--- src/hw/can_cfg_pkg.sv ---
// CAN transmit controller configuration definitions
// Host register map, register bit positions and bus timing fields
`default_nettype none

package can_cfg_pkg;

  ////////////////////////////////////////////////////////////////////////////
  // Host register map
  ////////////////////////////////////////////////////////////////////////////

  // Register data width, one byte per address
  localparam int REG_W = 8;

  // BASIC mode addresses
  localparam logic [REG_W-1:0] ADDR_MODE   = 8'd0;
  localparam logic [REG_W-1:0] ADDR_CMD    = 8'd1;
  localparam logic [REG_W-1:0] ADDR_STATUS = 8'd2;
  localparam logic [REG_W-1:0] ADDR_IRQ    = 8'd3;
  localparam logic [REG_W-1:0] ADDR_IRQ_EN = 8'd4;
  // Address 5 stays unused in this reduced map
  localparam logic [REG_W-1:0] ADDR_BTR0   = 8'd6;
  localparam logic [REG_W-1:0] ADDR_BTR1   = 8'd7;

  // Bit positions inside the registers
  localparam int MODE_RESET_BIT = 0;
  localparam int CMD_TX_REQ_BIT = 0;
  localparam int STAT_TBS_BIT   = 2;
  localparam int STAT_TCS_BIT   = 3;
  localparam int STAT_TX_BIT    = 5;
  localparam int IRQ_TX_BIT     = 1;

  ////////////////////////////////////////////////////////////////////////////
  // Bus timing
  ////////////////////////////////////////////////////////////////////////////

  // BTR0[5:0] is the prescaler, BTR1[3:0] tseg1 and BTR1[6:4] tseg2
  typedef struct packed {
    logic [5:0] baud_presc;
    logic [3:0] tseg1;
    logic [2:0] tseg2;
  } can_timing_t;

endpackage

`default_nettype wire

--- src/hw/can_bit_timing.sv ---
// CAN bit timing unit
// Prescaler and time quantum counter producing one tx strobe per bit
`default_nettype none

module can_bit_timing (
  input  logic                     clk_i,
  input  logic                     rst,
  input  logic                     reset_mode_i,
  input  can_cfg_pkg::can_timing_t timing_i,
  output logic                     tx_point_o
);
  import can_cfg_pkg::*;

  logic [6:0] clk_cnt;
  logic [6:0] clk_last;
  logic [4:0] q_cnt;
  logic [4:0] q_last;
  logic       q_tick;

  // Quantum is 2 * (presc + 1) clocks
  assign clk_last = {timing_i.baud_presc, 1'b1};
  assign q_tick   = (clk_cnt == clk_last);

  // Bit is sync quantum plus tseg1 + 1 plus tseg2 + 1
  assign q_last = 5'd2 + {1'b0, timing_i.tseg1} + {2'b00, timing_i.tseg2};

  ////////////////////////////////////////////////////////////////////////////
  // Counters
  ////////////////////////////////////////////////////////////////////////////

  always_ff @(posedge clk_i or posedge rst)
  begin
    if (rst)
    begin
      clk_cnt    <= '0;
      q_cnt      <= '0;
      tx_point_o <= 1'b0;
    end
    else if (reset_mode_i)
    begin
      // Held at the start of a bit while configuring
      clk_cnt    <= '0;
      q_cnt      <= '0;
      tx_point_o <= 1'b0;
    end
    else
    begin
      tx_point_o <= 1'b0;
      if (q_tick)
      begin
        clk_cnt <= '0;
        if (q_cnt == q_last)
        begin
          // Wrap, next bit begins
          q_cnt      <= '0;
          tx_point_o <= 1'b1;
        end
        else
        begin
          q_cnt <= q_cnt + 5'd1;
        end
      end
      else
      begin
        clk_cnt <= clk_cnt + 7'd1;
      end
    end
  end

endmodule

`default_nettype wire

--- config.mk ---
export PLATFORM = sky130hd
export DESIGN_NAME = can_bit_timing
export DESIGN_NICKNAME = d
export VERILOG_FILES = /design/src/hw/can_cfg_pkg.sv /design/src/hw/can_bit_timing.sv
export SDC_FILE = /design/constraint.sdc
export NUM_CORES = 1
export LEC_CHECK = 0
export BUFFER_PORTS_ARGS = -buffer_cell sky130_fd_sc_hd__buf_2
export CAP_MARGIN = 10
export CORE_MARGIN = 10
export CORE_UTILIZATION = 57
export DETAILED_ROUTE_END_ITERATION = 8
export PLACE_DENSITY = 0.82
export SYNTH_ARGS = -nofsm -noshare
export SYNTH_HDL_FRONTEND = slang
export SYNTH_SLANG_ARGS = --single-unit
--- constraint.sdc ---
create_clock -name clk_i -period 4.6 [get_ports clk_i]
set_clock_uncertainty 0.05 [all_clocks]
set_input_delay 0.23 -clock clk_i [delete_from_list [all_inputs] [get_ports clk_i]]
set_output_delay 0.23 -clock clk_i [all_outputs]
set_load 0.005 [all_outputs]
# Word level (Yosys, flattened, before mapping)
# Cells that the tools add are included.
# word_totals
regBits,13
output_inout_bits,1
elab_cells,18
# op_classes
add_sub_neg,4
eq_ne,2
n_mux,8
reduce_logical,1
# op_table
operator,count
$mux W5,3
$mux W7,2
$add A7 B1 Y7 const B,1
$eq A7 B7 Y1,1
$add A2 B4 Y5 const A,1
$add A5 B1 Y5 const B,1
$add A5 B3 Y5,1
$eq A5 B5 Y1,1
$mux W1,3
$reduce_bool A2 Y1,1

# Longest topological paths before layout
# Gate-level depths: netlist of run 1.
# logic_depth
depth_word,6
mapped_depth,10

# Least setup slack after synthesis of run 1
# Ideal clock, no wire load.
# synth_path
path_kind,in2reg
startpoint,input port timing_i[1] (netlist bit)
endpoint,register q_cnt[1]
setup_time_ns,0.122
arrival_time_ns,2.109
required_time_ns,4.428
path_slack_ns,2.320
path_stages,9
path_buffers,0
cell_sequence,inv_1 > ha_1 > inv_1 > ha_1 > fa_1 > xor2_1 > nor4_2 > o21ai_1 > a32o_1
# synth_via
elab_chain_len,5
# synth_rtl
item,line_no,rtl
"start, declared",can_bit_timing.sv:9,"input can_cfg_pkg::can_timing_t timing_i,"
$add A5 B3 Y5,can_bit_timing.sv:25,"assign q_last = 5'd2 + {1'b0, timing_i.tseg1} + {2'b00, timing_i.tseg2};"
$eq A5 B5 Y1,can_bit_timing.sv:52,if (q_cnt == q_last)
$mux W5,can_bit_timing.sv:52,
$mux W5,can_bit_timing.sv:49,if (q_tick)
$mux W5,can_bit_timing.sv:39,else if (reset_mode_i)
"end signal, assigned",can_bit_timing.sv:60,q_cnt <= q_cnt + 5'd1;
"end, declared",can_bit_timing.sv:16,logic [4:0] q_cnt;
# No other way between the ends. The select of a mux whose other input is x is not followed.
# A chain may end at the register's enable or synchronous reset.

# Final worst setup path of run 1
# Same ends and word-level chain as after synthesis.

==> results of run 1 <==
==> critical path, stage by stage <==
cell	delay [ps]
buf_2	80
inv_1	30
ha_1	270
inv_1	40
ha_1	190
fa_1	450
xor2_1	170
nor4_2	380
o21ai_1	270
a32o_1	310
==> cells in the mapped netlist <==
master / instances
dfrtp_1: 13
o31a_1: 1
o21ai_0: 1
inv_1: 8
nand2_1: 6
xor2_1: 5
nand2b_1: 1
and3_1: 2
a22o_1: 1
and2_1: 2
o31ai_1: 1
xnor2_1: 9
nor4_4: 1
nand3_1: 9
and2b_2: 1
a31o_1: 1
a32o_1: 1
nor4_2: 1
nand4_1: 1
fa_1: 1
o21ai_1: 1
ha_1: 8
a31oi_1: 1
a211oi_1: 1
xor3_1: 1
a21oi_1: 2
mux2i_1: 1
nor2_1: 8
==> cell type report <==
| class | count | share of cell area, % |
|---|---|---|
| clock buffers | 4 | 2.57 |
| inverters | 8 | 2.93 |
| multi-input cells | 68 | 52.0 |
| flip-flops and latches | 13 | 31.8 |
| well taps | 16 | 1.96 |
| repair buffers | 17 | 8.80 |
==> power by group <==
group | switching [mW] | internal [mW] | total (mW) | leakage (nW)
combinational | 0.0252 | 0.0230 | 0.0481 | 0.306
sequential | 0.00249 | 0.116 | 0.119 | 0.179
clock | 0.0352 | 0.0336 | 0.0688 | 0.0150
total | 0.0629 | 0.173 | 0.236 | 0.500
==> cells by family (layout without fill, tap and decap cells) <==
group,count (synthesis),after routing
DFF,13,13
AOI/OAI and AO/OA,11,11
adders and majority gates,9,9
buffers and inverters,8,29
and+or+nand+nor,32,32
xor gates and xnor gates,15,15
muxes,1,1
==> state kept, by name, indices dropped and copies added (netlist names) <==
signal	flops
clk_cnt	7
tx_point_o	1
q_cnt	5
==> metal layers <==
layer	vias up	global-route usage, %	wire, um
li1	347	-	-
met1	333	11.4	715
met2	19	18.0	972
met3	2	5.36	125
met4	0	1.97	15
met5	-	0	0
==> final timing paths <==
path / depth (start not counted) / slack (ps) / to
setup / recovery: 10 / 2290 / q_cnt[1]$_DFFE_PP0P_
hold / removal: 2 / 130 / clk_cnt[0]$_DFF_PP0_
setup reg to reg: 4 / 2710 / q_cnt[1]$_DFFE_PP0P_
hold reg to reg: 1 / 450 / clk_cnt[0]$_DFF_PP0_
max in group asynchronous: 3 / 3700 / clk_cnt[2]$_DFF_PP0_
min in group asynchronous: 3 / 460 / tx_point_o$_DFF_PP0_
==> timing repair <==
item | 4_1_cts | 5_1_grt
endpoints found under the setup margin | 0 | 0
hold endpoints to repair | 13 | 0
hold buffers | 1 | 0
==> per-stage QoR <==
step | area [um^2] | total power [mW] | util (%) | hold WS, ps | std cells
after global placement | 987 | 0.166 | 66.3 | 213 | 121
after detailed placement | 987 | 0.168 | 66.3 | 221 | 121
after CTS | 1020 | 0.237 | 68.7 | 123 | 126
after global routing | 1020 | 0.249 | 68.7 | 129 | 126
after floorplan | 887 | 0.154 | - | 57.0 | 89
final | 1020 | 0.236 | 68.7 | 128 | 126
==> run metrics, run 1 <==
Final Worst Setup Slack 2290 ps; DRT Pass-1 Iters 4; Avg Cell Area, Syn 9.97 um^2; Fillers between 100 and 150; FF/Latch Area roughly 330 um^2; Ports 17; Worst Path Required 4710 ps; CTS tree yes; antenna violations before repair 0; largest net degree at the start of global routing 14; CP max FO 7; static leakage 0.500 nW; critical path class input port to flip-flop; Synth Instances 89; Die X 59.5 um; area leader, netlist dfrtp_1; post-CTS resize count 0; routability cong. 0.811; total CTS buffers 3; most common cell after layout, fill and taps aside buf_2; Clock Root Buffer clkbuf_4; Final period util around 50%; global-route wire length before repair 2930 um; post-CTS setup buffer count 0; Initial DRC Count 30; Sum Neg Setup Slack 0 ps; die area roughly 3500 um^2; post-synthesis sequential area ratio 36.7%; Final nets 136; post-place setup slack between 2000 and 2500 ps; top-area cell type share of the netlist area 36.7%; final setup fails 0; share of cells above drive strength 1 20.0%; number of diodes 0; clock sink count 13; Multi-input gate area 532 um^2; Slew @ Worst Pin 655 ps; syn nets 114; simple logic cell fraction of the synthesized area between 20% and 30%; Starting Density 59.6%; top cells by area, synth dfrtp_1, ha_1, xnor2_1, nand3_1, xor2_1; vias in the first global route 675; final WL 1830 um; most frequent cells in the layout buf_2, dfrtp_1, xnor2_1, nand3_1; max-slew violation count 0; hold crit path type input port to flip-flop; worst-skew pair later-pin latency 270 ps; via count 701; Fmax achieved roughly 0.43 GHz; CP startpoint kind input port; Max Cap Viol 0; Critical Path End Type flip-flop; total power divided by cell area between 200 and 250 nW/um^2; VDD IR max 0.184 mV; post-synthesis cell area 887 um^2; main combinational cell family by area after synthesis simple AND/OR/NAND/NOR gates; Max H-tree Level 1; CORE AREA 1490 um^2; final global-route overflow total 0; Detail Route Antenna Nets 0; clock-pin slew on the worst setup and hold paths 70 ps; min-delay src reset_mode_i; Worst setup startpoint timing_i[1]; synth unique cells 28; min Tclk post-route approximately 2300 ps; RR Startpoint q_cnt[3]$_DFFE_PP0P_; area grow syn2layout 15.4%; Die Span Y 59.5 um; post-DR wirelength/cell 14.5 um; Port Buf Inserts 16; YS warnings 0; DP HPWL approximately 1500 um; mux share of post-synthesis cell area 1.13%; Fin. Hold Viols 0; Max clock buf depth 2; post-synthesis compound-gate area fraction under 10%; # rows 14; status finished, final reports clean; Post-Synth Adder-Cell Area 13.5%; DRC 0; Synth Area in XOR/XNOR 16.5%; RSZ-0062 raised after global routing false; Slew HR 56.0%; Overall Global Routing Usage 10.6%; Worst Path Arrival 2420 ps; number of synthesized register bits 13; vias per cell 5.56
Power figures use the tool's default switching activity.
==> inputs of run 2 (changes only) <==
CORE_UTILIZATION = 53   (was 57)
PLACE_DENSITY = 0.77   (was 0.82)
clock period = 2.3 ns   (was 4.6 ns; I/O delays follow)
==> run metrics, run 2 (synthesized netlist as in run 1, its figures left out) <==
status finished, final reports clean; Port Buf Inserts 16 (unchanged); Sequential Power Share 50.1% (-0.3 points); Reg with most FFs clk_cnt; final global-route overflow total 0 (unchanged); R2R cell count 5 (+1); Switch Pwr 0.127 mW (+100%); clock-pin slew on the worst setup and hold paths 70 ps (about the same); DRC 0 (unchanged); vias in the first global route 700 (+3.7%); CP max FO 7 (unchanged); Starting Density 57.5% (-2.0 points); Max Cap Viol 0 (unchanged); DRT Pass-1 Iters 4 (unchanged); via count 675 (-3.7%); routability cong. 0.817 (+0.64%); max-slew violation count 0 (unchanged); Worst setup startpoint timing_i[1]; total CTS buffers 3 (unchanged); antenna violations before repair 0 (unchanged); Hold Crit Depth 6 (+4); Max H-tree Level 1 (unchanged); CTS tree yes; Worst Path Arrival 2270 ps (-150 ps); share of cells above drive strength 1 19.8% (-0.18 points); post-DR wirelength/cell 13.3 um (-8.4%); CORE AREA 1540 um^2 (+3.5%); final WL 1690 um (-7.7%); Die Span Y 60.9 um (+2.5%); FF/Latch Area 325 um^2 (unchanged); Final nets 137 (+0.74%); total power divided by cell area 458 nW/um^2 (+99%); Fmax achieved roughly 0.46 GHz; Largest regs clk_cnt (7), q_cnt (5), tx_point_o (1); Detail Route Antenna Nets 0 (unchanged); worst-skew pair later-pin latency 280 ps (about the same); post-CTS resize count 0 (unchanged); Critical Path End Type flip-flop; # rows 14 (unchanged); Ports 17 (unchanged); Pint 0.347 mW (+100%); CP startpoint kind input port; min Tclk post-route 2160 ps; max reg flops 7 (unchanged); Die X 60.9 um (+2.5%); final setup fails 0 (unchanged); min-delay src timing_i[11]; RR Startpoint q_cnt[3]$_DFFE_PP0P_; VDD IR max 0.303 mV (+64%); Multi-input gate area 532 um^2 (unchanged); global-route wire length before repair 3000 um (+2.4%); Fin. Hold Viols 0 (unchanged); Clock Power Share 29.7% (+0.5 points); hold crit path type input port to flip-flop; DP HPWL 1370 um (-6.8%); Fillers 129 (+13%); Worst Path Required 2410 ps (-2300 ps); most frequent cells in the layout buf_2, dfrtp_1, xnor2_1, nand3_1; Slew @ Worst Pin 612 ps (-42.7 ps); number of diodes 0 (unchanged); Final period util between 90% and 100%; most common cell after layout, fill and taps aside buf_2; critical path class input port to flip-flop; final core occ 67.0% (-1.7 points); Sw Ratio 26.7% (+0.076 points); area grow syn2layout 16.5%; static leakage 0.504 nW (+0.84%); vias per cell 5.31 (-4.5%); die area 3710 um^2 (+5.0%); Total Power 0.474 mW (+100%); Initial DRC Count 6 (-80%); clock sink count 13 (unchanged); RSZ-0062 raised after global routing false; Max clock buf depth 2 (unchanged); Clock Root Buffer clkbuf_4; largest net degree at the start of global routing 14 (unchanged); Overall Global Routing Usage 10.7% (+0.19 points); Gate power share 20.1% (-0.3 points); Slew HR 58.8% (+2.9 points)
run 2: cell count changes in the layout (fill, tap and decap cells not counted), sizes merged:
cell,delta
dlygate4sd3,+1
run 2: path summary, 6_finish.rpt:
check,endpoint,slack [ps]
hold reg to reg,clk_cnt[0]$_DFF_PP0_,430
setup reg to reg,q_cnt[2]$_DFFE_PP0P_,430
setup / recovery,q_cnt[2]$_DFFE_PP0P_,140
max in group asynchronous,q_cnt[0]$_DFFE_PP0P_,1530
min in group asynchronous,clk_cnt[4]$_DFF_PP0_,340
hold / removal,q_cnt[0]$_DFFE_PP0P_,320
run 2: power by group through the flow:
stage	logic (mW)	registers (mW)	clock network, mW
final	0.0954	0.237	0.141
after global routing	0.110	0.238	0.159
after CTS	0.0966	0.237	0.146
after detailed placement	0.0931	0.242	0
after global placement	0.0905	0.242	0
after floorplan	0.0672	0.241	0
run 2: timing repair:
item,in CTS,in global routing
setup buffers,0,0
hold buffers,2,0
hold endpoints to repair,14,0
run 2: critical path: stages:
cell and delay, ps:
buf_2 80, inv_1 30, ha_1 260, inv_1 40, ha_1 190, fa_1 450
xor2_1 180, nor4_2 360, o21ai_1 260, a31oi_1 230, mux2i_1 90
run 2: cell type report:
type	count	area share, %
Clock buffer	4	2.54
Inverter	8	2.91
Multi-Input combinational cell	68	51.5
Sequential cell	13	31.5
Tap cell	16	1.94
Timing Repair Buffer	18	9.69
run 2: layer usage:
| layer | global-route usage [%] | up-vias | wire [um] |
|---|---|---|---|
| met5 | 0 | - | 0 |
| met3 | 3.97 | 7 | 109 |
| met1 | 12.3 | 302 | 733 |
| li1 | - | 351 | - |
| met4 | 5.33 | 0 | 39 |
| met2 | 17.2 | 15 | 806 |
run 2: per-stage QoR:
stage                     TNS [ps]  setup slack [ps]  instances  hold slack [ps]  area, um^2
after floorplan                  0               135         89            -58.0         887
after global placement       -43.4             -26.1        121              107         987
after detailed placement      -471              -149        121              111         987
after CTS                        0               149        127              318        1030
after global routing             0              29.2        127              369        1030
final                            0               142        127              319        1030
==> inputs of run 3 (changes only) <==
CORE_UTILIZATION = 41   (was 53)
PLACE_DENSITY = 0.62   (was 0.77)
==> run metrics, run 3 (synthesized netlist as in run 1, its figures left out) <==
status finished, final reports clean; Worst Path Required 2420 ps (about the same); final setup fails 0 (unchanged); CP peak stage delay 450 ps (about the same); RR Startpoint q_cnt[3]$_DFFE_PP0P_; largest net degree at the start of global routing 14 (unchanged); Min-Delay Endpoint clk_cnt[0]$_DFF_PP0_; final core occ 52.0% (-15 points); Detail Route Antenna Nets 0 (unchanged); CTS tree yes; Gate power share 20.0% (about the same); clock-pin slew on the worst setup and hold paths 80 ps (about the same); Initial DRC Count 12 (+6); CP startpoint kind input port; routability cong. 0.744 (-8.8%); Sequential Power Share 50.3% (+0.2 points); max-slew violation count 0 (unchanged); routing usage on met3 4.68% (+0.72 points); Area after DPL 1000 um^2 (+1.4%); Max H-tree Level 1 (unchanged); Slew HR 58.2% (-0.60 points); vias per cell 4.84 (-8.9%); Fmax achieved 0.476 GHz (+2.7%); most common cell after layout, fill and taps aside buf_2; total power divided by cell area 453 nW/um^2 (-1.0%); Pint 0.346 mW (-0.24%); cell-by-cell trace of the critical path buf_2 -> inv_1 -> ha_1 -> inv_1 -> ha_1 -> fa_1 -> xor2_1 -> nor4_2 -> a211oi_1 -> a31o_1 -> a22o_1; CP max FO 3 (-4); Clock Power Share 29.7% (about the same); R2R cell count 5 (unchanged); Switch Pwr 0.126 mW (-0.56%); DP HPWL 1370 um (+0.18%); Sw Ratio 26.7% (-0.062 points); Final nets 136 (-0.73%); area grow syn2layout 17.3%; CORE AREA 2000 um^2 (+30%); via count 663 (-1.8%); placed cells 132 (+9.1%); DRT Pass-1 Iters 4 (unchanged); Worst Path Buf+Inv 3 (unchanged); Die X 66.5 um (+9.2%); Slew @ Worst Pin 621 ps (+8.99 ps); Critical Path End Type flip-flop; global-route wire length before repair 2880 um (-3.9%); final WL 1620 um (-4.3%); GR Layer Usage met1 9.17% (-3.1 points); Reg with most FFs clk_cnt; fin cells 137 (+7.9%); Worst Path Arrival 2230 ps (-40 ps); Total Power 0.472 mW (-0.32%); Port Buf Inserts 16 (unchanged); Fin. Hold Viols 0 (unchanged); r2r setup slk 480 ps (+50 ps); end of the worst register-to-register path q_cnt[4]$_DFFE_PP0P_; share of cells above drive strength 1 20.9% (+1.1 points); vias in the first global route 673 (-3.9%); Max clock buf depth 2 (unchanged); post-CTS setup buffer count 0 (unchanged); VDD IR max 0.359 mV (+18%); worst-skew pair later-pin latency 280 ps (about the same); critical path class input port to flip-flop; die area 4420 um^2 (+19%); met2 Resource Use GR 13.4% (-3.8 points); Most Used Layer, Global Route met2; Die Span Y 66.5 um (+9.2%); Max Cap Viol 0 (unchanged); Clock Root Buffer clkbuf_4; Final period util 91.4% (-2.5 points); max reg flops 7 (unchanged); Starting Density 44.3% (-13 points); final global-route overflow total 0 (unchanged); post-DR wirelength/cell 11.8 um (-11%); Hold Crit Depth 2 (-4); static leakage 0.500 nW (-0.74%); Top delay family on crit path adder cells; number of diodes 0 (unchanged); # rows 16 (+2); Overall Global Routing Usage 8.32% (-2.4 points); Largest regs clk_cnt (7), q_cnt (5), tx_point_o (1); fin area 1040 um^2 (+0.73%); most frequent cells in the layout buf_2, dfrtp_1, xnor2_1, nand3_1; hold crit path type input port to flip-flop; Ports 17 (unchanged); min-delay src reset_mode_i; Sum Neg Setup Slack 0 ps (unchanged); clock sink count 13 (unchanged); total CTS buffers 3 (unchanged); antenna violations before repair 0 (unchanged); Slowest cell on crit path fa_1; min Tclk post-route 2100 ps (-56.6 ps); RSZ-0062 raised after global routing false; DRC 0 (unchanged)
==> run 3: changes by cell type in the layout (fill, tap and decap cells not counted) <==
cell,delta
dlygate4sd3_1,-1
o21ai_1,-1
o21ai_2,+1
==> run 3: how the worst max path moves through the flow <==
stage	start	end	slack (ps)	cells after the start
floorplan	timing_i[1]	q_cnt[1]$_DFFE_PP0P_	130	9
global placement	timing_i[1]	q_cnt[2]$_DFFE_PP0P_	-30	11
detailed placement	timing_i[1]	q_cnt[2]$_DFFE_PP0P_	-130	11
CTS	timing_i[1]	q_cnt[2]$_DFFE_PP0P_	180	11
global route	timing_i[1]	q_cnt[4]$_DFFE_PP0P_	50	11
finish	timing_i[1]	q_cnt[4]$_DFFE_PP0P_	200	11
==> run 3: what timing repair did <==
item,CTS,global route
endpoints found under the hold margin,13,0
setup endpoints to repair,0,1
hold buffers,1,0
gates resized for setup,0,1
==> run 3: metal layers <==
layer	vias up	wire (um)
met5	-	0
met4	0	10
met3	3	114
met2	12	767
met1	298	722
li1	350	-
==> run 3: power groups by stage <==
stage | Sequential, mW | Clock, mW | Combinational (mW)
2_1_floorplan | 0.241 | 0 | 0.0672
3_3_place_gp | 0.242 | 0 | 0.0914
3_5_place_dp | 0.242 | 0 | 0.0934
4_1_cts | 0.237 | 0.148 | 0.0952
5_1_grt | 0.238 | 0.161 | 0.107
6_report | 0.237 | 0.140 | 0.0944
==> run 3: final cells by class <==
class                           count  area, um^2
Fill cell                         190         961
Multi-Input combinational cell     68         536
Sequential cell                    13         325
Timing Repair Buffer               17        90.1
Tap cell                           27        33.8
Inverter                            8        30.0
Clock buffer                        4        26.3
==> run 3: worst register-to-register path, cell delays in order, from the launching register on <==
cell and delay, ps:
dfrtp_1 420, xor3_1 460, nor4_2 270, a211oi_1 130, a31o_1 200, a22o_1 200
==> run 3: stage by stage <==
| stage | worst slack, ps | hold WS (ps) |
|---|---|---|
| after CTS | 179 | 6.29 |
| final | 198 | 11.9 |
| after global routing | 54.6 | 13.1 |
| after global placement | -28.2 | 108 |
| after detailed placement | -126 | 115 |
| after floorplan | 135 | -58.0 |
