## src/hw/can_frame_pkg.sv

```systemverilog
// CAN standard frame definitions
// Transmit buffer layout, field lengths and transmitter states
`default_nettype none

package can_frame_pkg;

  // Buffer holds two header bytes followed by the data bytes
  localparam int FRAME_BYTES    = 10;
  localparam int MAX_DATA_BYTES = 8;

  // Five equal bits force a complement bit
  localparam int STUFF_LEN = 5;
  // Recessive end-of-frame field, never stuffed
  localparam int EOF_BITS  = 7;
  localparam int ID_BITS   = 11;

  // SOF, identifier, RTR, IDE, r0 and the 4-bit DLC
  localparam int HDR_BITS = 1 + ID_BITS + 3 + 4;

  // Byte 0 sits in the top bits of the vector
  //   byte 0    id[10:3]
  //   byte 1    id[2:0] in 7..5, rtr in 4, dlc in 3..0
  //   byte 2..9 data, first byte sent first
  typedef struct packed {
    logic [0:FRAME_BYTES-1][7:0] bytes;
  } can_frame_t;

  // Transmitter phases
  typedef enum logic [1:0] {
    TX_IDLE,
    TX_HEADER,
    TX_DATA,
    TX_EOF
  } tx_state_e;

endpackage

`default_nettype wire

```

## src/hw/can_tx_buffer.sv

```systemverilog
// CAN transmit buffer
// Ten frame bytes, locked from the request until the frame completes
`default_nettype none

module can_tx_buffer (
  input  logic                      clk_i,
  input  logic                      rst,
  input  logic                      tx_we_i,
  input  logic [3:0]                tx_addr_i,
  input  logic [7:0]                tx_data_i,
  input  logic                      reset_mode_i,
  input  logic                      tx_req_i,
  input  logic                      done_i,
  output can_frame_pkg::can_frame_t frame_o,
  output logic                      tbs_o
);
  import can_frame_pkg::*;

  can_frame_t frame_q;
  logic       locked;
  logic       wr_ok;

  // Host writes land only in a released buffer and inside the frame
  assign wr_ok = tx_we_i && !locked && (tx_addr_i < FRAME_BYTES);

  // Frame bytes
  always_ff @(posedge clk_i)
  begin
    if (wr_ok)
      frame_q.bytes[tx_addr_i] <= tx_data_i;
  end

  ////////////////////////////////////////////////////////////////////////////
  // Lock control
  ////////////////////////////////////////////////////////////////////////////

  // Locked from the cycle after the request
  // Released after completion, or when reset mode aborts the frame
  always_ff @(posedge clk_i or posedge rst)
  begin
    if (rst)
      locked <= 1'b0;
    else if (done_i || reset_mode_i)
      locked <= 1'b0;
    else if (tx_req_i)
      locked <= 1'b1;
  end

  // Transmitter reads the stored bytes directly
  assign frame_o = frame_q;
  // Buffer status, high when released
  assign tbs_o   = ~locked;

endmodule

`default_nettype wire

```

## config.mk

```make
export PLATFORM = sky130hd
export DESIGN_NAME = can_tx_buffer
export DESIGN_NICKNAME = d
export VERILOG_FILES = /design/src/hw/can_frame_pkg.sv /design/src/hw/can_tx_buffer.sv
export SDC_FILE = /design/constraint.sdc
export NUM_CORES = 1
export LEC_CHECK = 0
export BUFFER_PORTS_ARGS = -buffer_cell sky130_fd_sc_hd__buf_4
export CORE_MARGIN = 2
export CORE_UTILIZATION = 51
export DETAILED_ROUTE_END_ITERATION = 16
export GPL_TIMING_DRIVEN = 0
export HOLD_SLACK_MARGIN = 0.06
export PLACE_DENSITY = 0.84
export SYNTH_ARGS = -nofsm -noshare
export SYNTH_HDL_FRONTEND = slang
export SYNTH_SLANG_ARGS = --single-unit
```

## constraint.sdc

```tcl
create_clock -name clk_i -period 3.2 [get_ports clk_i]
set_clock_uncertainty 0.05 [all_clocks]
set_input_delay 0.64 -clock clk_i [delete_from_list [all_inputs] [get_ports clk_i]]
set_output_delay 0.64 -clock clk_i [all_outputs]
set_load 0.01 [all_outputs]
```

* Yosys cells after proc, flatten, opt, wreduce, memory -nomap -nowiden
Cells that the tools add are included.
** Storage, ports and cells
- Flip-flop bits (word level) :: 81
- Input port bits :: 18
- Logic and storage cells :: 27
- Output and inout port bits :: 81
** Cells by class
- Bitwise operators :: 2
- Order comparisons :: 3
- Reduce and logical (&&, ||, !) cells :: 6
- Multiplexer cells :: 5
** Operator list (count)
- 80-bit bitwise mux :: 1
- 8-bit demux with 4-bit select :: 1
- 8-bit 2-to-1 mux :: 1
- 5-bit greater-or-equal comparator, second input constant :: 1
- 5-bit by 1-bit < comparator with 1-bit output, second input constant :: 1
- 4-bit inverter with 5-bit output :: 1
- 4-bit < comparator, second input constant :: 1
- 1-bit logical AND :: 3
- 1-bit 2-to-1 mux :: 2
- 2-bit nonzero test :: 1
- 1-bit zero test :: 1
- 1-bit logical OR :: 1
- 1-bit inverter :: 1

* Depth between registers and ports, before layout
Gate-level depths: netlist of run 1.
- Word-level depth :: 6
- Gate-level depth with buffers :: 2
- Depth with buffers taken out :: 2

* Worst setup path before layout of run 1
No wires, ideal clock.
- Path type :: input to register
- From :: input port tx_addr_i[2]
- To :: register frame_q, in the netlist frame_o[10], enable pin
- Path slack :: 1.217 ns
- Stages :: 2
- Required time :: 2.780 ns
- Buffers on the path :: 0
- Setup time :: 0.370 ns
- Arrival time :: 1.563 ns
- Cell sequence :: or4b_4 > nor2_1
** Between the ends
- Longest elaborated chain between the ends :: 2
** Ends and longest elaborated chain
- start: declaration :: RTL line can_tx_buffer.sv:9 : input logic [3:0] tx_addr_i,
- 4-bit < comparator :: RTL line can_tx_buffer.sv:24 : assign wr_ok = tx_we_i && !locked && (tx_addr_i < FRAME_BYTES);
- 1-bit logical AND :: RTL line can_tx_buffer.sv:24
- end: declaration :: RTL line can_tx_buffer.sv:19 : can_frame_t frame_q;
Every way passes these cells.
A chain may end at the register's enable or synchronous reset.

* Final worst setup path of run 1
- From :: register locked
- To :: register frame_q, in the netlist frame_o[77], enable pin
** Between the ends
- Longest elaborated chain between the ends :: 3
** Ends and longest elaborated chain
- start: declaration :: RTL line can_tx_buffer.sv:20 : logic locked;
- start signal: assignment :: RTL line can_tx_buffer.sv:42 : locked <= 1'b0;
- start signal: assignment :: RTL line can_tx_buffer.sv:44 : locked <= 1'b0;
- start signal: assignment :: RTL line can_tx_buffer.sv:46 : locked <= 1'b1;
- 1-bit zero test :: RTL line can_tx_buffer.sv:24
- 1-bit logical AND (2 in a row) :: RTL line can_tx_buffer.sv:24
Every way passes these cells.

==> results by group, run 1 <==
Global routing
  – GRT overflow: 0
  – First-pass GRT wire length: 7.141 mm
  – Number of global-route vias before repair: 1,347
  – Gr usage total: 19.43%
  – Initial antenna violation count: 0
  – Largest net degree at the start of global routing: 13

Clock network
  – CTS H-tree depth: 3
  – CTS Hold Buffers Added: 0
  – Clk buf depth: 2
  – Post-CTS setup repair buffer count: 0
  – CTS Buf Count: 9
  – Post-cts resize count: 0
  – CTS Sinks: 81
  – TritonCTS clock tree: built
  – Clk pin slew, worst setup/hold paths: 80 ps
  – Clock root cell: clkbuf_8
  – Worst skew pair latency: 330 ps

STA
  – Final TNS setup: 0 ps
  – Fin crit period: approximately 2000 ps
  – Setup WS post-layout: 1211 ps
  – Final setup fails: 0
  – Tightest Pin Transition: 1106 ps
  – Relative slew slack: between 20% and 30%
  – RSZ-0062 raised after global routing: no
  – Fmax achieved: around 500 MHz
  – Final hold viol count: 0
  – Period utilisation layout: 62.15%
  – Final Max Tran Viols: 0

Final layout
  – Final net count: 228
  – Share of layout cells above drive strength 1: 52.09%
  – Synth-to-layout area growth: 39.18%
  – Non-filler cells, final: 282
  – Number of diodes: 0

Synth
  – Asr flop ratio synth: under 10%
  – Top cell type's share of synthesized area: between 90% and 100%
  – Synth cell types: 10
  – Post-synth EDFFs: 80
  – Post-synth top cells: edfxtp_1, nor2_1, nor3_1
  – Synth area leaders: edfxtp_1, nor2_1, dfrtp_1
  – Yosys reg bits: 81
  – Sequential fraction of the synthesis area: 95.24%
  – Post-synthesis area per instance: between 20 and 30 sq um
  – Mapped Cells: 101
  – Cell taking the most area after synthesis: edfxtp_1
  – Count leader, synth: edfxtp_1
  – Yosys warnings: 0
  – Synthesized cell area: around 2500 sq um
  – Post-Synthesis Net Count: 119
  – Post-synth top flop: edfxtp_1

Route
  – Final WL: ~5.1 mm
  – Post-DR vias/cell: 4.904
  – Via count: ~1,400
  – DRC: 0
  – Average routed wire per standard cell: 18.09 um
  – DRT Pass-1 Iters: 4
  – Starting DRT DRC Count: 82
  – Routed Antenna Nets: 0

Power
  – Clk network pwr share: 35.2%
  – Internal power: roughly 1.6 mW
  – Peak supply drop: approximately 0.37 mV
  – Logic pwr share: 3.6%
  – Switching portion of total power: 18.99%
  – P_sw: 366.5 uW
  – Pwr per Cell Area: 544.1 nW/um^2
  – Reg power frac: 61.2%
  – Leakage: 1.334 nW

Setup path
  – Crit path launch: locked$_DFFE_PP0P_
  – CP Capture Type: flip-flop
  – R2r startpoint: locked$_DFFE_PP0P_
  – Worst-path fanout max: 8
  – Critical path class: flip-flop to flip-flop
  – CP required: a little over 3000 ps
  – Worst EP arrival: around 1900 ps
  – Critical path launch point type: flip-flop

Placement
  – DP Worst Slack: 899.0 ps
  – Placed insts: 266
  – Final GP Congestion: 0.6887
  – PortBufs: 98

Die
  – FP Rows: 25
  – DIE HEIGHT: 74.69 um
  – Ports: 99
  – Width of the die: around 75 um
  – Core area: 4786 sq um
  – Starting Density: 53.25%
  – Full die area: 5579 sq um

Flow run
  – Max-cap violations: 0

Hold path
  – Hold Path Class: primary input to async pin

Outcome
  – Status: finished, final reports clean
metrics by stage:
| step | total power [mW] | hold WS (ps) | area (sq um) | utilization [%] |
|---|---|---|---|---|
| after floorplan | 1.221 | 318.7 | 2549 | - |
| after global placement | 1.273 | 437.5 | 3368 | 70.38 |
| after detailed placement | 1.275 | 438.0 | 3368 | 70.38 |
| after CTS | 1.942 | 68.17 | 3547 | 74.12 |
| after global routing | 1.990 | 60.11 | 3547 | 74.12 |
| final | 1.930 | 84.09 | 3547 | 74.12 |
critical path, cell delays in order, from the launching register on:
cell and delay [ps]:
dfrtp_1 430, or4b_4 570, nor3_2 560
sequential cells by signal, indices dropped and copies added, names as in the netlist:
signal and flops:
frame_o 80, locked 1
cells in the final DEF, fill, tap and decap left out:
master     synthesis  routed
bufinv_16          0       1
buf_4              0      98
clkbuf_1           0       3
clkinv_1           0       1
clkinv_2           0       2
dfrtp_1            1       1
nor3_2             1       1
nor2_1             7       7
or4b_4             1       1
clkbuf_8           0       9
inv_1              2       2
nand4bb_1          2       2
nor3_1             4       4
nand4b_1           1       1
nand2b_1           2       2
edfxtp_1          80      80
area by class of cell:
type / count / area [sq um]
fillers: 303 / 1239
clock buffers: 12 / 135.1
multi-input cells: 18 / 113.9
well taps: 67 / 83.83
inverters: 2 / 7.507
repair buffers: 98 / 735.7
flip-flops and latches: 81 / 2427
clock inverters: 4 / 43.79
routing by layer:
metal  up-vias  wire, um  global-route usage (%)
li1        622         -                       -
met1       682      1840                   21.20
met2        74      2759                   32.35
met3         5       443                   8.032
met4         0        58                   10.71
met5         -         0                       0
path summary, 6_finish.rpt:
kind	slack, ps	to	cells past startpoint
setup reg to reg	1210	frame_o[77]$_DFFE_PP_	2
setup / recovery	1210	frame_o[77]$_DFFE_PP_	2
hold / removal	80	locked$_DFFE_PP0P_	2
hold reg to reg	580	locked$_DFFE_PP0P_	2
min in group clk_i	400	locked$_DFFE_PP0P_	2
max in group asynchronous	2930	locked$_DFFE_PP0P_	2
logic make-up after synthesis:
family	count (synthesis)	share of synthesized area, %
flops	81	95.24
simple gates	18	4.467
buf+inv	2	0.2947
power by group through the flow:
stage	logic [mW]	clock network (mW)	registers, mW
finish	0.0696	0.679	1.18
global route	0.0746	0.734	1.18
CTS	0.0705	0.690	1.18
detailed placement	0.0703	0	1.20
global placement	0.0683	0	1.20
floorplan	0.0110	0	1.21
(Power assumes the default switching activity.)
==> inputs of run 2 (changes only) <==
--- a/config.mk
+++ b/config.mk
@@ -7,11 +7,11 @@
 export LEC_CHECK = 0
 export BUFFER_PORTS_ARGS = -buffer_cell sky130_fd_sc_hd__buf_4
 export CORE_MARGIN = 2
-export CORE_UTILIZATION = 51
+export CORE_UTILIZATION = 43
 export DETAILED_ROUTE_END_ITERATION = 16
 export GPL_TIMING_DRIVEN = 0
 export HOLD_SLACK_MARGIN = 0.06
-export PLACE_DENSITY = 0.84
+export PLACE_DENSITY = 0.76
 export SYNTH_ARGS = -nofsm -noshare
 export SYNTH_HDL_FRONTEND = slang
 export SYNTH_SLANG_ARGS = --single-unit
==> constraint.sdc (replaced) <==
create_clock -name clk_i -period 1.59 [get_ports clk_i]
set_clock_uncertainty 0.05 [all_clocks]
set_input_delay 0.318 -clock clk_i [delete_from_list [all_inputs] [get_ports clk_i]]
set_output_delay 0.318 -clock clk_i [all_outputs]
set_load 0.01 [all_outputs]
==> results by group, run 2 (synthesized netlist as in run 1, its figures left out) <==
Route
  – Final WL: 5.468 mm
  – Post-DR vias/cell: ~4.7
  – Starting DRT DRC Count: 56
  – DRC: 0
  – Via count: around 1,400
  – Average routed wire per standard cell: 18.54 um
  – Routed Antenna Nets: 0
  – DRT Pass-1 Iters: 4

Flow run
  – Max-cap violations: 0

Die
  – Width of the die: 80.99 um
  – Core area: 5816 sq um
  – Full die area: around 6600 sq um
  – DIE HEIGHT: 80.99 um
  – Ports: 99
  – FP Rows: 28
  – Starting Density: a little over two fifths

Placement
  – Post-DP HPWL: 3.586 mm
  – Final GP Congestion: 0.7624
  – DP Worst Slack: -188.0 ps
  – Dpl cell area: 3410 sq um
  – PortBufs: 98

Setup path
  – Worst EP arrival: around 1700 ps
  – Critical path class: flip-flop to flip-flop
  – R2r startpoint: locked$_DFFE_PP0P_
  – CP Capture Type: flip-flop
  – Critical path launch point type: flip-flop
  – Worst-path fanout max: 8
  – Reg-to-Reg End: frame_o[76]$_DFFE_PP_
  – Worst R2R Path Depth: 3
  – CP required: 1610 ps
  – Setup slack, reg-to-reg: -50 ps

Final layout
  – Share of layout cells above drive strength 1: 56.82%
  – Final net count: approximately 230
  – Fillers: 416
  – Commonest non-fill, non-tap cells in the layout: buf_4, edfxtp_1, clkbuf_8
  – Area of the multi-input gates: ~190 sq um
  – Non-Filler Cell Area, Final: between 3000 and 4000 sq um
  – Max reg flops: 80
  – Synth-to-layout area growth: 46.29%
  – Reg area: 2427 sq um
  – Number of diodes: 0
  – Most common cell after layout, fill and taps aside: buf_4

Clock network
  – Clk pin slew, worst setup/hold paths: 70 ps
  – Worst skew pair latency: 340 ps
  – Clock root cell: clkbuf_8
  – CTS H-tree depth: 3
  – TritonCTS clock tree: built
  – CTS Buf Count: 9
  – CTS Sinks: 81
  – Clk buf depth: 2

STA
  – Relative slew slack: 71.71%
  – Setup WS post-layout: -51.01 ps
  – Final setup fails: 24
  – Fmax achieved: ~600 MHz
  – Period utilisation layout: 103.2%
  – Final hold viol count: 0
  – RSZ-0062 raised after global routing: yes
  – Fin crit period: around 1600 ps
  – Final Max Tran Viols: 0
  – Tightest Pin Transition: 423.9 ps

Global routing
  – GRT overflow: 0
  – Gr usage total: 17.77%
  – Initial antenna violation count: 0
  – First-pass GRT wire length: 7.741 mm
  – Largest net degree at the start of global routing: 13
  – Number of global-route vias before repair: 1,390

Outcome
  – Failing checks: negative setup slack
  – Status: finished, violations left

Power
  – Pwr per Cell Area: 1093 nW/um^2
  – Leakage: 1.393 nW
  – Peak supply drop: about 0.83 mV

Hold path
  – Hold Path Class: primary input to flip-flop
  – Hold Path Cell Cnt: 2
  – Hold endpoint: locked$_DFFE_PP0P_
  – Worst hold start: reset_mode_i
==> run 2: layer usage <==
| layer | vias to the layer above | GRT usage [%] | share of wire, % |
|---|---|---|---|
| li1 | 630 | - | - |
| met1 | 696 | 20.26 | 38 |
| met2 | 64 | 29.83 | 53 |
| met3 | 11 | 5.667 | 7.6 |
| met4 | 0 | 9.661 | 2.1 |
| met5 | - | 0 | 0 |
==> run 2: metrics by stage <==
| step | util, % | cells | TNS (ps) | hold WS [ps] | total power [mW] |
|---|---|---|---|---|---|
| 2_1_floorplan | - | 101 | -859.7 | -3.286 | 2.461 |
| 3_3_place_gp | 58.63 | 274 | -5439 | 115.4 | 2.572 |
| 3_5_place_dp | 58.63 | 274 | -6748 | 117.0 | 2.576 |
| 4_1_cts | 63.21 | 293 | -1565 | 60.72 | 4.108 |
| 5_1_grt | 64.11 | 295 | -3916 | 68.62 | 4.209 |
| 6_report | 64.11 | 295 | -942.2 | 74.90 | 4.077 |
==> run 2: worst max path at each step <==
stage | startpoint | endpoint | depth (start not counted)
after floorplan | locked$_DFFE_PP0P_ | frame_o[72]$_DFFE_PP_ | 2
after global routing | locked$_DFFE_PP0P_ | frame_o[72]$_DFFE_PP_ | 3
after detailed placement | locked$_DFFE_PP0P_ | frame_o[77]$_DFFE_PP_ | 2
after global placement | locked$_DFFE_PP0P_ | frame_o[73]$_DFFE_PP_ | 2
after CTS | locked$_DFFE_PP0P_ | frame_o[72]$_DFFE_PP_ | 3
final | locked$_DFFE_PP0P_ | frame_o[76]$_DFFE_PP_ | 3
==> run 2: cell type report <==
| class | instances | share of cell area, % |
|---|---|---|
| Clock buffer | 11 | 3.523 |
| Tap cell | 75 | 2.517 |
| Timing Repair Buffer | 104 | 21.74 |
| Clock inverter | 4 | 1.846 |
| Inverter | 2 | 0.2013 |
| Sequential cell | 81 | 65.10 |
| Multi-Input combinational cell | 18 | 5.067 |
==> run 2: power breakdown <==
part / switching [mW] / internal, mW / total, mW
clock: 0.661 / 0.869 / 1.53
sequential: 0.00647 / 2.37 / 2.38
combinational: 0.101 / 0.0703 / 0.171
==> run 2: repair_timing <==
action                     in CTS  in global routing
hold buffers                    2                  0
pin swaps                       3                  3
resized for setup               5                  5
setup endpoints to repair      72                 64
buffers inserted                2                  2
hold endpoints to repair        2                  0
==> run 2: worst max-delay path, cell delays in order, from the launching register on <==
cell     delay [ps]
dfrtp_1         410
or4b_4          590
nor3_4          170
buf_12          150
==> inputs of run 3 (changes only) <==
--- a/config.mk
+++ b/config.mk
@@ -6,11 +6,14 @@
 export NUM_CORES = 1
 export LEC_CHECK = 0
 export BUFFER_PORTS_ARGS = -buffer_cell sky130_fd_sc_hd__buf_4
+export CORE_ASPECT_RATIO = 0.9
 export CORE_MARGIN = 2
 export CORE_UTILIZATION = 43
+export CTS_CLUSTER_DIAMETER = 50
 export DETAILED_ROUTE_END_ITERATION = 16
 export GPL_TIMING_DRIVEN = 0
 export HOLD_SLACK_MARGIN = 0.06
+export MAX_ROUTING_LAYER = met4
 export PLACE_DENSITY = 0.76
 export SYNTH_ARGS = -nofsm -noshare
 export SYNTH_HDL_FRONTEND = slang
==> results by group, run 3 (synthesized netlist as in run 1, its figures left out) <==
Die
  – Core area: between 5000 and 6000 sq um
  – DIE HEIGHT: approximately 77 um
  – Ports: 99
  – Full die area: 6560 sq um
  – Width of the die: 85.15 um
  – FP Rows: 26
  – Starting Density: 44.77%

Route
  – Final WL: 5.655 mm
  – Starting DRT DRC Count: 73
  – DRT Pass-1 Iters: 4
  – Average routed wire per standard cell: 19.50 um
  – DRC: 0
  – Routed Antenna Nets: 0
  – Via count: 1,417
  – Post-DR vias/cell: 4.886

Setup path
  – Critical path class: flip-flop to flip-flop
  – Worst-path fanout max: 8
  – CP required: 1590 ps
  – Worst R2R Path Depth: 3
  – Critical path launch point type: flip-flop
  – Worst EP arrival: 1680 ps
  – Crit path launch: locked$_DFFE_PP0P_
  – CP Capture Type: flip-flop
  – Setup slack, reg-to-reg: -80 ps
  – R2r startpoint: locked$_DFFE_PP0P_
  – Reg-to-Reg End: frame_o[76]$_DFFE_PP_

Clock network
  – Clk pin slew, worst setup/hold paths: 80 ps
  – Worst skew pair latency: ~330 ps
  – CTS H-tree depth: 3
  – CTS Buf Count: 9
  – TritonCTS clock tree: built
  – Clock root cell: clkbuf_8
  – CTS Sinks: 81
  – Clk buf depth: 2

Final layout
  – Number of diodes: 0
  – Share of layout cells above drive strength 1: a little under 60%
  – Most common cell after layout, fill and taps aside: buf_4
  – Max reg flops: 80
  – Commonest non-fill, non-tap cells in the layout: buf_4, edfxtp_1, clkbuf_8
  – Synth-to-layout area growth: 46.98%
  – Final net count: 233

Power
  – Peak supply drop: 0.6625 mV
  – Pwr per Cell Area: 1147 nW/um^2
  – Total Power: 4.296 mW
  – Leakage: 1.403 nW

Placement
  – Final GP Congestion: 0.7104
  – DP Worst Slack: -196.1 ps
  – Post-DP HPWL: 3.699 mm
  – PortBufs: 98

Outcome
  – Failing checks: negative setup slack
  – Status: finished, violations left

STA
  – Relative slew slack: 58.56%
  – Final setup fails: 32
  – Fin crit period: 1674 ps
  – Period utilisation layout: 105.3%
  – Final hold viol count: 0
  – RSZ-0062 raised after global routing: yes
  – Final TNS setup: -1488 ps
  – Tightest Pin Transition: 618.2 ps
  – Fmax achieved: 597.2 MHz
  – Setup WS post-layout: -84.48 ps
  – Final Max Tran Viols: 0

Global routing
  – Initial antenna violation count: 0
  – Gr usage total: between 10% and 20%
  – First-pass GRT wire length: approximately 8 mm
  – Largest net degree at the start of global routing: 15
  – Number of global-route vias before repair: 1,338
  – GRT overflow: 0

Hold path
  – Hold Path Cell Cnt: 2
  – Hold endpoint: locked$_DFFE_PP0P_
  – Worst hold start: done_i
  – Hold Path Class: primary input to flip-flop

Flow run
  – Max-cap violations: 0
[run 3: cell types whose count changed in the layout (fill, tap and decap cells not counted), sizes merged]
cell	previous run	this run
dlygate4sd3	2	1
clkbuf	11	10
clkinv	2	1
inv	2	3
clkinvlp	0	1
bufinv	2	3
[run 3: what timing repair did]
action,CTS,global route
hold endpoints to repair,1,0
gates resized for setup,6,2
endpoints found under the setup margin,64,69
pin swaps,2,4
hold buffers,1,0
buffers inserted,2,2
[run 3: power by group]
| part | internal (mW) | leakage, nW | total (mW) | switching, mW |
|---|---|---|---|---|
| Combinational | 0.0684 | 0.551 | 0.167 | 0.0984 |
| Sequential | 2.37 | 0.736 | 2.38 | 0.00709 |
| Clock | 1.05 | 0.117 | 1.75 | 0.702 |
[run 3: cell type report]
type / instances / area [sq um]
timing repair buffer: 103 / 800.8
multi-input combinational: 18 / 180.2
tap: 70 / 87.58
clock buffer: 10 / 127.6
clock inverter: 6 / 115.1
fill: 389 / 1947
inverter: 2 / 7.507
sequential: 81 / 2427
[run 3: metrics by stage]
stage | cells | hold slack [ps] | instance area [sq um] | util, %
final | 290 | 76.06 | 3746 | 65.80
after global routing | 290 | 59.40 | 3746 | 65.80
after CTS | 288 | 64.10 | 3709 | 65.14
after detailed placement | 269 | 124.2 | 3403 | 59.78
after global placement | 269 | 121.9 | 3403 | 59.78
after floorplan | 101 | -3.286 | 2580 | -
[run 3: worst max path at each step]
stage               depth (start not counted)                     to  slack [ps]
floorplan                                   2  frame_o[72]$_DFFE_PP_         -60
finish                                      3  frame_o[76]$_DFFE_PP_         -80
CTS                                         3  frame_o[74]$_DFFE_PP_         -80
global placement                            3  frame_o[59]$_DFFE_PP_        -180
global route                                2  frame_o[34]$_DFFE_PP_        -120
detailed placement                          2  frame_o[72]$_DFFE_PP_        -200
[run 3: worst max-delay path, stage by stage (launching register included)]
cell and delay [ps]:
dfrtp_1 420, or4b_4 590, nor3_4 180, buf_12 150
[run 3: routing by layer]
layer	track usage, %	part of all wire (%)	up-vias
met3	5.167	7.1	8
met4	6.190	1.2	0
met2	28.98	52	75
met1	22.52	40	705
met5	-	0	-
li1	-	-	629
